$ cat src/design/vis_macros.svh
`ifndef VIS_MACROS_SVH
`define VIS_MACROS_SVH

// ----------------------------------------
// visibility word and bank geometry
// ----------------------------------------

// width of one correlator visibility word
`define VIS_WORD_W 24

// words fetched from the correlators per bank
`define VIS_COUNT 24

// word index width, enough for VIS_COUNT entries
`define VIS_IDX_W 5

// byte lanes per stored word, top lane is zero padding up to 32 bits
`define VIS_LANES 4

// host byte address: word index on top, lane select below
`define VIS_BADR_W (`VIS_IDX_W + 2)

`endif

$ cat src/design/vis_pkg.sv
`include "vis_macros.svh"

package vis_pkg;

   // ----------------------------------------
   // payload and address types
   // ----------------------------------------

   // one visibility as delivered by a correlator
   typedef logic [`VIS_WORD_W-1:0] vis_word_t;

   // word slot in the local buffer, also the correlator address
   typedef logic [`VIS_IDX_W-1:0] vis_idx_t;

   // host side byte address
   typedef struct packed {
      vis_idx_t                            idx;  // word slot
      logic [`VIS_BADR_W-`VIS_IDX_W-1:0]   lane; // byte within the word
   } vis_badr_t;

   // ----------------------------------------
   // prefetcher sequencing
   // ----------------------------------------

   typedef enum logic [1:0] {
      fs_idle    = 2'd0, // waiting for a start pulse
      fs_request = 2'd1, // walking the correlator addresses
      fs_finish  = 2'd2  // last word stored, signalling done
   } fetch_state_t;

endpackage

$ cat src/design/vis_buffer.sv
`include "vis_macros.svh"

module vis_buffer import vis_pkg::*; (
   input  logic       clk_i,
   input  logic       rst_i,
   // word write port from the prefetcher
   input  logic       wr_en_i,
   input  vis_idx_t   wr_idx_i,
   input  vis_word_t  wr_dat_i,
   // byte read port for the host
   input  logic       rd_cyc_i,
   input  logic       rd_stb_i,
   input  vis_badr_t  rd_adr_i,
   output logic       rd_ack_o,
   output logic [7:0] rd_byt_o
);

   localparam int LINE_W = `VIS_LANES * 8; // stored word padded to full lanes

   vis_word_t         mem [0:`VIS_COUNT-1];
   logic              rd_req;
   logic [LINE_W-1:0] line;                // word under the read address

   // ----------------------------------------
   // write side
   // ----------------------------------------
   always_ff @(posedge clk_i) begin
      if (wr_en_i) mem[wr_idx_i] <= wr_dat_i;
   end

   // ----------------------------------------
   // read side
   // ----------------------------------------
   assign rd_req = rd_cyc_i && rd_stb_i;   // host writes are not decoded

   // slots past the bank read as zero, top lane is the zero padding
   always_comb begin
      line = '0;
      if (rd_adr_i.idx < vis_idx_t'(`VIS_COUNT)) begin
         line[`VIS_WORD_W-1:0] = mem[rd_adr_i.idx];
      end
   end

   // ack one cycle after the strobe
   always_ff @(posedge clk_i) begin
      if (rst_i) rd_ack_o <= 1'b0;
      else rd_ack_o <= rd_req;
   end

   // byte lane select, held between reads
   always_ff @(posedge clk_i) begin
      if (rd_req) rd_byt_o <= line[rd_adr_i.lane*8 +: 8];
   end

endmodule

$ cat src/design/vis_fetch_ctrl.sv
module vis_fetch_ctrl (
   input  logic clk_i,
   input  logic rst_i,
   input  logic switching_i, // correlators swapped banks
   input  logic streamed_i,  // host has read the buffer out
   input  logic done_i,      // prefetcher stored the last word
   output logic start_o,     // one-cycle fetch launch
   output logic available_o  // buffer holds a complete bank
);

   logic ready;  // a bank is waiting to be fetched
   logic empty;  // buffer may be overwritten
   logic busy;   // a fetch is in progress
   logic launch;

   // fetch only into an empty buffer and never on top of a running fetch
   assign launch = ready && empty && !busy;

   // ----------------------------------------
   // ready flag
   // ----------------------------------------
   // a swap during a fetch or a full buffer stays pending here
   always_ff @(posedge clk_i) begin
      if (rst_i) begin
         ready <= 1'b0;
      end else if (switching_i) begin
         ready <= 1'b1;       // new bank wins over a clear
      end else if (launch) begin
         ready <= 1'b0;       // consumed by the start below
      end
   end

   // ----------------------------------------
   // empty and busy flags
   // ----------------------------------------
   always_ff @(posedge clk_i) begin
      if (rst_i) begin
         empty <= 1'b1;
         busy  <= 1'b0;
      end else begin
         if (streamed_i) empty <= 1'b1;   // host is finished with it
         else if (done_i) empty <= 1'b0;  // fresh bank landed
         if (launch) busy <= 1'b1;
         else if (done_i) busy <= 1'b0;
      end
   end

   // start is a registered copy of the launch condition, one cycle wide
   always_ff @(posedge clk_i) begin
      if (rst_i) start_o <= 1'b0;
      else start_o <= launch;
   end

   assign available_o = !empty;

endmodule

$ cat src/design/vis_prefetch.sv
`include "vis_macros.svh"

module vis_prefetch import vis_pkg::*; (
   input  logic      clk_i,
   input  logic      rst_i,
   input  logic      start_i,
   // correlator master bus
   output logic      corr_cyc_o,
   output logic      corr_stb_o,
   output vis_idx_t  corr_adr_o,
   input  logic      corr_ack_i,
   input  vis_word_t corr_dat_i,
   // buffer write port
   output logic      wr_en_o,
   output vis_idx_t  wr_idx_o,
   output vis_word_t wr_dat_o,
   // status
   output logic      done_o,
   output vis_word_t checksum_o
);

   localparam vis_idx_t LAST_IDX = vis_idx_t'(`VIS_COUNT - 1);

   fetch_state_t state;
   vis_idx_t     idx;     // current correlator address and buffer slot
   logic         take;    // acked word this cycle

   // only an ack against a live strobe carries data
   assign take = (state == fs_request) && corr_stb_o && corr_ack_i;

   // ----------------------------------------
   // bus sequencing
   // ----------------------------------------
   // one request in flight, stb drops for a cycle after each ack
   always_ff @(posedge clk_i) begin
      if (rst_i) begin
         state      <= fs_idle;
         idx        <= '0;
         corr_cyc_o <= 1'b0;
         corr_stb_o <= 1'b0;
         checksum_o <= '0;
      end else begin
         case (state)
            fs_idle: begin
               if (start_i) begin
                  state      <= fs_request;
                  idx        <= '0;       // restart at the first word
                  checksum_o <= '0;       // fresh checksum per bank
                  corr_cyc_o <= 1'b1;
                  corr_stb_o <= 1'b1;
               end
            end
            fs_request: begin
               if (take) begin
                  checksum_o <= checksum_o ^ corr_dat_i;
                  corr_stb_o <= 1'b0;      // gap before next request
                  if (idx == LAST_IDX) begin
                     state      <= fs_finish;
                     corr_cyc_o <= 1'b0;   // release the bus
                  end else begin
                     idx <= idx + 1'b1;
                  end
               end else if (!corr_stb_o) begin
                  corr_stb_o <= 1'b1;      // issue the next address
               end
            end
            fs_finish: begin
               state <= fs_idle;           // done shows for this one cycle
            end
            default: begin
               state      <= fs_idle;
               corr_cyc_o <= 1'b0;
               corr_stb_o <= 1'b0;
            end
         endcase
      end
   end

   assign corr_adr_o = idx;

   // acked data goes straight to the buffer, the write lands on the edge
   assign wr_en_o  = take;
   assign wr_idx_o = idx;
   assign wr_dat_o = corr_dat_i;

   assign done_o = (state == fs_finish);

endmodule

$ cat src/design/vis_top.sv
module vis_top import vis_pkg::*; (
   input  logic       clk_i,
   input  logic       rst_i,
   // correlator master bus
   output logic       corr_cyc_o,
   output logic       corr_stb_o,
   output vis_idx_t   corr_adr_o,
   input  logic       corr_ack_i,
   input  vis_word_t  corr_dat_i,
   // host slave bus, byte wide reads
   input  logic       host_cyc_i,
   input  logic       host_stb_i,
   input  vis_badr_t  host_adr_i,
   output logic       host_ack_o,
   output logic [7:0] host_byt_o,
   // bank status
   input  logic       switching_i,
   input  logic       streamed_i,
   output logic       available_o,
   output vis_word_t  checksum_o
);

   // ----------------------------------------
   // internal nets
   // ----------------------------------------
   logic      start;   // controller launches a fetch
   logic      done;    // prefetcher stored the last word
   logic      wr_en;   // buffer write strobe
   vis_idx_t  wr_idx;
   vis_word_t wr_dat;

   // decides when a bank may be fetched
   vis_fetch_ctrl ctrl_i (
      .clk_i      (clk_i),
      .rst_i      (rst_i),
      .switching_i(switching_i),
      .streamed_i (streamed_i),
      .done_i     (done),
      .start_o    (start),
      .available_o(available_o)
   );

   // pulls the bank over the correlator bus
   vis_prefetch fetch_i (
      .clk_i     (clk_i),
      .rst_i     (rst_i),
      .start_i   (start),
      .corr_cyc_o(corr_cyc_o),
      .corr_stb_o(corr_stb_o),
      .corr_adr_o(corr_adr_o),
      .corr_ack_i(corr_ack_i),
      .corr_dat_i(corr_dat_i),
      .wr_en_o   (wr_en),
      .wr_idx_o  (wr_idx),
      .wr_dat_o  (wr_dat),
      .done_o    (done),
      .checksum_o(checksum_o)
   );

   // local copy, read out byte by byte by the host
   vis_buffer buf_i (
      .clk_i   (clk_i),
      .rst_i   (rst_i),
      .wr_en_i (wr_en),
      .wr_idx_i(wr_idx),
      .wr_dat_i(wr_dat),
      .rd_cyc_i(host_cyc_i),
      .rd_stb_i(host_stb_i),
      .rd_adr_i(host_adr_i),
      .rd_ack_o(host_ack_o),
      .rd_byt_o(host_byt_o)
   );

endmodule

$ cat config.mk
export PLATFORM = sky130hd
export DESIGN_NAME = vis_top
export DESIGN_NICKNAME = d
export VERILOG_FILES = /design/src/design/vis_pkg.sv /design/src/design/vis_buffer.sv /design/src/design/vis_fetch_ctrl.sv /design/src/design/vis_prefetch.sv /design/src/design/vis_top.sv
export VERILOG_INCLUDE_DIRS = /design/src /design/src/design
export SDC_FILE = /design/constraint.sdc
export NUM_CORES = 1
export LEC_CHECK = 0
export ABC_AREA = 0
export BUFFER_PORTS_ARGS = -buffer_cell sky130_fd_sc_hd__clkbuf_2
export CAP_MARGIN = 0
export CORE_UTILIZATION = 61
export DETAILED_ROUTE_END_ITERATION = 8
export HOLD_SLACK_MARGIN = 0.06
export PLACE_DENSITY = 0.86
export SETUP_SLACK_MARGIN = 0.3
export SLEW_MARGIN = 20
export SYNTH_ARGS = -nofsm -noshare
export SYNTH_HDL_FRONTEND = slang
export SYNTH_SLANG_ARGS = --single-unit
$ cat constraint.sdc
create_clock -name clk_i -period 3.4 [get_ports clk_i]
set_input_delay 0.85 -clock clk_i [delete_from_list [all_inputs] [get_ports clk_i]]
set_output_delay 0.85 -clock clk_i [all_outputs]
set_load 0.01 [all_outputs]
* Word level (Yosys, flattened, before mapping)
Memory sizes are Yosys's and may differ from the RTL's.
Index checks and enable logic that the tools add are counted.
** Word-level totals
- Flip-flop bits (word level) :: 46
- Bits in writable memories :: 576
- Output and inout port bits :: 41
- Logic and storage cells :: 65
- Memories kept :: 1
** Memory list
- buf_i.mem :: depth 24, bits a word 24, read ports 1, clocked after memory_dff 0, write ports 1, RTL line vis_buffer.sv:20 : vis_word_t mem [0:`VIS_COUNT-1];
** Operators by class
- $add $sub $neg :: 1
- Order comparisons :: 1
- Equal/unequal tests :: 7
- Shift operators :: 1
- Mux-type cells :: 24
- Bitwise gates (word level) :: 2
- Reductions and logical operators :: 17
** Operators with widths (count)
- 24-bit 2-to-1 mux :: 3
- 24-bit case mux with 2 select lines :: 1
- 32-bit by 6-bit indexed part select with 8-bit output :: 1
- 24-bit bitwise XOR :: 1
- 5-bit 2-to-1 mux :: 3
- 1-bit 2-to-1 mux :: 10
- 5-bit case mux with 2 select lines :: 1
- 4-bit AND reduction :: 2
- 2-bit 2-to-1 mux :: 3
- 2-bit != test (second input constant) :: 3
- 1-bit case mux with 3 select lines :: 2
- 3-bit AND reduction :: 2
- 2-bit nonzero test :: 3
- 5-bit by 1-bit adder with 5-bit output (second input constant) :: 1
- 5-bit == test (second input constant) :: 1
- 1-bit logical AND :: 5
- 5-bit less-than comparator (second input constant) :: 1
- 2-bit case mux with 2 select lines :: 1
- 2-bit by 1-bit == test with 1-bit output (second input constant) :: 1
- 2-bit == test (second input constant) :: 1
- 1-bit zero test :: 2
- 2-bit zero test :: 1
- 2-bit by 1-bit != test with 1-bit output (second input constant) :: 1
- 2-bit AND reduction :: 1
- other kinds (2) :: 2

* Longest topological paths before layout
- Depth in word-level cells :: 5
- Mapped depth :: 9
- Mapped depth without buffers :: 6

* Cells and area by module
A second synthesis with hierarchy kept.
** Second synthesis, totals
- Cells, all modules :: 1278
- Area total of the unflattened synthesis :: 24720.0 um2
** Modules (own cells, without submodules)
- vis_buffer :: times used 1, cells an instance 1038, area each 22519.1 um2, sequential area each 17556.8 um2
- vis_prefetch :: times used 1, cells an instance 226, area each 2055.7 um2, sequential area each 660.6 um2
- vis_fetch_ctrl :: times used 1, cells an instance 14, area each 145.1 um2, sequential area each 80.1 um2

* Worst setup path after synthesis
OpenSTA, ideal clock, no wires.
- Path type :: input to register
- Start point :: in corr_ack_i
- End point :: mem buf_i.mem[23][0] (netlist bit), enable pin
- Arrival :: 2482 ps
- Data required time :: 2992 ps
- Slack :: 510 ps
- Cell stages on the path :: 4
- Path buffers :: 1
- Cell sequence :: and4b_1 > clkbuf_1 > nand2_1 > nor2_1
** Between the ends
- Longest elaborated chain between the ends :: 3
** RTL lines
- from (decl) :: RTL line vis_top.sv:8 : input logic corr_ack_i,
- 1-bit logical AND :: RTL line vis_prefetch.sv:29 : assign take = (state == fs_request) && corr_stb_o && corr_ack_i;
- 1-bit 2-to-1 mux :: RTL line vis_buffer.sv:28 : if (wr_en_i) mem[wr_idx_i] <= wr_dat_i;
- 1-bit 2-to-1 mux (implied by the code) :: RTL line vis_buffer.sv:28
- to (decl) :: RTL line vis_buffer.sv:20
No other way between the ends.

* Final worst setup path
- Start point :: in host_adr_i[3] (netlist bit)
- End point :: reg buf_i.rd_byt_o[0] (data pin)
** Between the ends
- Longest elaborated chain between the ends :: 3
- Elaborated cells on any way between the ends :: 4
** RTL lines
- from (decl) :: RTL line vis_top.sv:13 : input vis_badr_t host_adr_i,
- memory read 24 x 24 bit or 5-bit less-than comparator (tied branches)
- 24-bit 2-to-1 mux * :: RTL line vis_buffer.sv:39 : if (rd_adr_i.idx < vis_idx_t'(`VIS_COUNT)) begin
- 32-bit by 6-bit indexed part select with 8-bit output * :: RTL line vis_buffer.sv:52 : if (rd_req) rd_byt_o <= line[rd_adr_i.lane*8 +: 8];
- to (signal assigned) :: RTL line vis_buffer.sv:52
- to (decl) :: RTL line vis_buffer.sv:15 : output logic [7:0] rd_byt_o
Every way passes the cells marked *; elsewhere a longest branch is shown, timed or not.
A chain may end at the register's enable or synchronous reset.

==> implementation parameters <==
Parameter                              Value

Floorplan
  Io pins    79
  Initial standard-cell utilization of the core    61.9%
  CORE AREA    0.0386 mm^2
  Row Count    72
  Die outline width    ~200 um
  Die area    0.0400 mm^2
  Die height    roughly 200 um

Placed design
  # port buffers    78
  Routability congestion estimate    0.820
  Total placed instance area    between 0.02 and 0.03 mm^2
  Total half-perimeter wirelength after legalization and detailed placement    34.0 mm

STA
  Setup Viol. Count Final    0
  Final count of hold timing violations    0
  Ratio of final minimum period to clock period    82.9%
  Max Slew Vio Count    0
  Setup Skew    0.0326 ns
  RSZ-0062 raised after global routing    false
  Summed negative setup slack over all endpoints    0 ns
  Peak Freq    about 350 MHz
  Max-slew headroom    41.4%
  Minimum period implied by the final worst setup slack    2.82 ns
  Slew at the pin with the worst max-slew slack    ~0.88 ns

Clock tree
  Maximum buffer depth of the clock tree    3
  Root buffer cell    sky130_fd_sc_hd__clkbuf_16
  TritonCTS buffer count    57
  TritonCTS clock tree    yes
  Clock net sink count    622
  Number of buffers inserted for hold repair after clock tree synthesis    0
  Number of buffers added for setup after CTS    0
  CTS clock-pin slew for the worst setup and hold paths    0.06 ns
  Number of gates given a new drive strength after cts    0
  H-tree lvl count    2
  Source-to-sink clock delay at the later pin of the worst-skew pair    0.61 ns

Critical path
  Worst setup slack for register-to-register paths    0.99 ns
  CP Capture Type    flop
  Crit Path Max Fanout    38
  Launching point of the worst reg2reg path    buf_i.mem[17][8]
  Type of origin of the critical path    input port
  Worst setup path class    in -> reg
  Critical path data required time    3.74 ns
  R2R depth    6
  Data arrival time of the critical path    3.16 ns
  R2r endpoint    buf_i.rd_byt_o[0]

Power
  Static leakage    9.01 nW
  Pwr Density    ~580 mW/mm^2
  Power consumption    16.0 mW
  Worst VDD drop    531 uV

Min path
  Instance count along the most critical hold path    2
  Source of the worst hold timing path    streamed_i
  Worst min-delay path category    in -> reg
  Capture endpoint of the worst hold path    ctrl_i.empty

Run
  Max-cap viol count    0

Routing
  Number of remaining DRC errors    0
  Initial DRT Pass Iterations    5
  Via count    13.1k
  Post-detailed-route wirelength per cell    32.3 um
  Wirelength, routed    between 60 and 70 mm
  Antenna-violating nets left    0
  First DRT Iteration DRCs    just under 2k
  Detailed-route vias per instance    6.88

Layout
  Top library cells by usage in the layout, fill and taps aside    sky130_fd_sc_hd__edfxtp_1, sky130_fd_sc_hd__mux4_2, sky130_fd_sc_hd__clkbuf_2
  Layout area overhead    14.5%
  Post-layout net count    1375
  Share of layout cells above drive strength 1    30.5%
  Fillers    approximately 2.1k
  Most frequent standard cell in the layout excluding fill and tap cells    sky130_fd_sc_hd__edfxtp_1
  Final Cell Area    0.0274 mm^2

Logic synthesis
  Part of the Yosys area used for sequential elements    76.5%
  Total of flip-flops plus latches after synthesis    between 600 and 700
  Commonest register cell after synthesis    sky130_fd_sc_hd__edfxtp_1
  Warnings from Yosys    0
  Total standard cell area after synthesis    0.0239 mm^2
  Number of nets in the synthesized netlist    1230
  Cells after Synth    1188
  Number of synthesized flops with an enable pin    584
  Per-instance average area after synthesis    roughly 20 um^2
  Share of flip-flops with an asynchronous set or reset    0%
  Number of distinct standard cells referenced by the synthesized netlist    55

Global route
  Leftover overflow at the end of global routing    0
  Maximum number of pins on one net before global-route repair    47
  Antenna violations before repair    1
  Number of global-route vias before repair    13.4k
  Global-route wire length before repair    89.0 mm
  GRT Util Overall    between 30% and 40%

Status
  Status    finished, final reports clean
-- critical path, cell delays in order --
cell and delay, ns:
sky130_fd_sc_hd__buf_4 0.36, sky130_fd_sc_hd__buf_12 0.32, sky130_fd_sc_hd__mux4_2 0.39, sky130_fd_sc_hd__a22oi_1 0.26, sky130_fd_sc_hd__nand2_1 0.12, sky130_fd_sc_hd__a2111oi_0 0.58
sky130_fd_sc_hd__buf_4 0.20, sky130_fd_sc_hd__o21ai_1 0.05
-- report_power, final --
group / internal (mW) / switching, mW / leakage, nW
Clock: 4.03 / 2.82 / 0.996
Combinational: 0.281 / 0.446 / 2.45
Sequential: 8.39 / 0.0204 / 5.56
Total: 12.7 / 3.29 / 9.01
-- flip-flops by register name, summed over array words and instances (netlist names), 2 cells and up --
signal	flops
buf_i.mem	576
fetch_i.checksum_o	24
fetch_i.corr_adr_o	5
fetch_i.state	2
buf_i.rd_byt_o	8
-- Yosys cell counts (2+ instances only) --
cell,count,share of area (%)
sky130_fd_sc_hd__a2111oi_0,3,0.11
sky130_fd_sc_hd__a211o_1,2,0.073
sky130_fd_sc_hd__a211oi_1,5,0.16
sky130_fd_sc_hd__a21oi_1,12,0.25
sky130_fd_sc_hd__a221o_1,2,0.084
sky130_fd_sc_hd__a221oi_1,11,0.40
sky130_fd_sc_hd__a22o_1,18,0.66
sky130_fd_sc_hd__a22oi_1,9,0.28
sky130_fd_sc_hd__and2_1,4,0.10
sky130_fd_sc_hd__and3_1,2,0.052
sky130_fd_sc_hd__buf_1,6,0.094
sky130_fd_sc_hd__buf_2,14,0.29
sky130_fd_sc_hd__buf_4,11,0.35
sky130_fd_sc_hd__buf_6,4,0.19
sky130_fd_sc_hd__clkbuf_1,26,0.41
sky130_fd_sc_hd__dfxtp_1,38,3.2
sky130_fd_sc_hd__edfxtp_1,584,73
sky130_fd_sc_hd__ha_1,4,0.21
sky130_fd_sc_hd__inv_1,8,0.13
sky130_fd_sc_hd__mux2_2,29,1.4
sky130_fd_sc_hd__mux2i_1,30,1.3
sky130_fd_sc_hd__mux4_2,121,11
sky130_fd_sc_hd__nand2_1,47,0.74
sky130_fd_sc_hd__nand2b_1,10,0.26
sky130_fd_sc_hd__nand3b_1,2,0.063
sky130_fd_sc_hd__nand4bb_1,2,0.094
sky130_fd_sc_hd__nor2_1,71,1.1
sky130_fd_sc_hd__nor2b_1,4,0.10
sky130_fd_sc_hd__nor3_1,5,0.10
sky130_fd_sc_hd__nor3b_1,3,0.094
sky130_fd_sc_hd__o2111ai_1,2,0.073
sky130_fd_sc_hd__o211ai_1,2,0.063
sky130_fd_sc_hd__o21a_1,5,0.16
sky130_fd_sc_hd__o21ai_0,17,0.36
sky130_fd_sc_hd__o21ai_1,3,0.063
sky130_fd_sc_hd__o221ai_1,3,0.11
sky130_fd_sc_hd__o22ai_1,21,0.55
sky130_fd_sc_hd__o311ai_1,4,0.15
sky130_fd_sc_hd__or3_1,2,0.052
sky130_fd_sc_hd__xor2_1,27,0.99
-- worst max path at each step --
stage                   from                end  slack (ns)  cells past startpoint
3_3_place_gp   host_adr_i[2]  buf_i.rd_byt_o[3]        0.23                      7
4_1_cts        host_adr_i[2]  buf_i.rd_byt_o[3]        0.65                      7
6_report       host_adr_i[3]  buf_i.rd_byt_o[0]        0.58                      8
2_1_floorplan     corr_ack_i   buf_i.mem[23][0]        0.51                      4
5_1_grt        host_adr_i[2]  buf_i.rd_byt_o[3]        0.50                      7
3_5_place_dp   host_adr_i[2]  buf_i.rd_byt_o[3]        0.02                      7
-- metal layers --
layer / vias up / track usage (%) / wire, um
met5: - / 0 / 0
met4: 0 / 16.2 / 3350
met3: 235 / 6.97 / 8010
met2: 1123 / 52.5 / 30000
met1: 6562 / 41.7 / 20100
li1: 5147 / - / -
-- cell families after synthesis --
logic type / count (synthesis) / synth area share (%)
flip-flops: 622 / 76.5
multiplexers: 180 / 14.0
XOR/XNOR: 27 / 0.989
AO/OA/AOI/OAI: 126 / 3.79
AND/OR/NAND/NOR: 159 / 3.02
adder cells (fa/ha/maj): 4 / 0.209
buffers and inverters: 70 / 1.47
-- through the flow --
| stage | std cells | hold WS, ns | setup WS [ns] | utilization, % |
|---|---|---|---|---|
| floorplan | 1188 | 0.443 | 0.510 | - |
| global placement | 1792 | 0.456 | 0.226 | 65.7 |
| detailed placement | 1792 | 0.470 | 0.0198 | 65.7 |
| CTS | 1899 | 0.428 | 0.648 | 70.9 |
| global route | 1899 | 0.437 | 0.497 | 70.9 |
| finish | 1900 | 0.437 | 0.583 | 70.9 |
-- final cells by class --
cell class / instances / area [um^2] / area share [%]
inverter: 9 / 33.8 / 0.123
timing repair buffer: 147 / 1010 / 3.69
antenna: 1 / 2.50 / 0.00914
clock inverter: 27 / 353 / 1.29
multi-input combinational: 496 / 5380 / 19.7
clock buffer: 80 / 1660 / 6.08
sequential: 622 / 18300 / 66.8
tap: 518 / 648 / 2.37
Power figures use the tool's default switching activity.
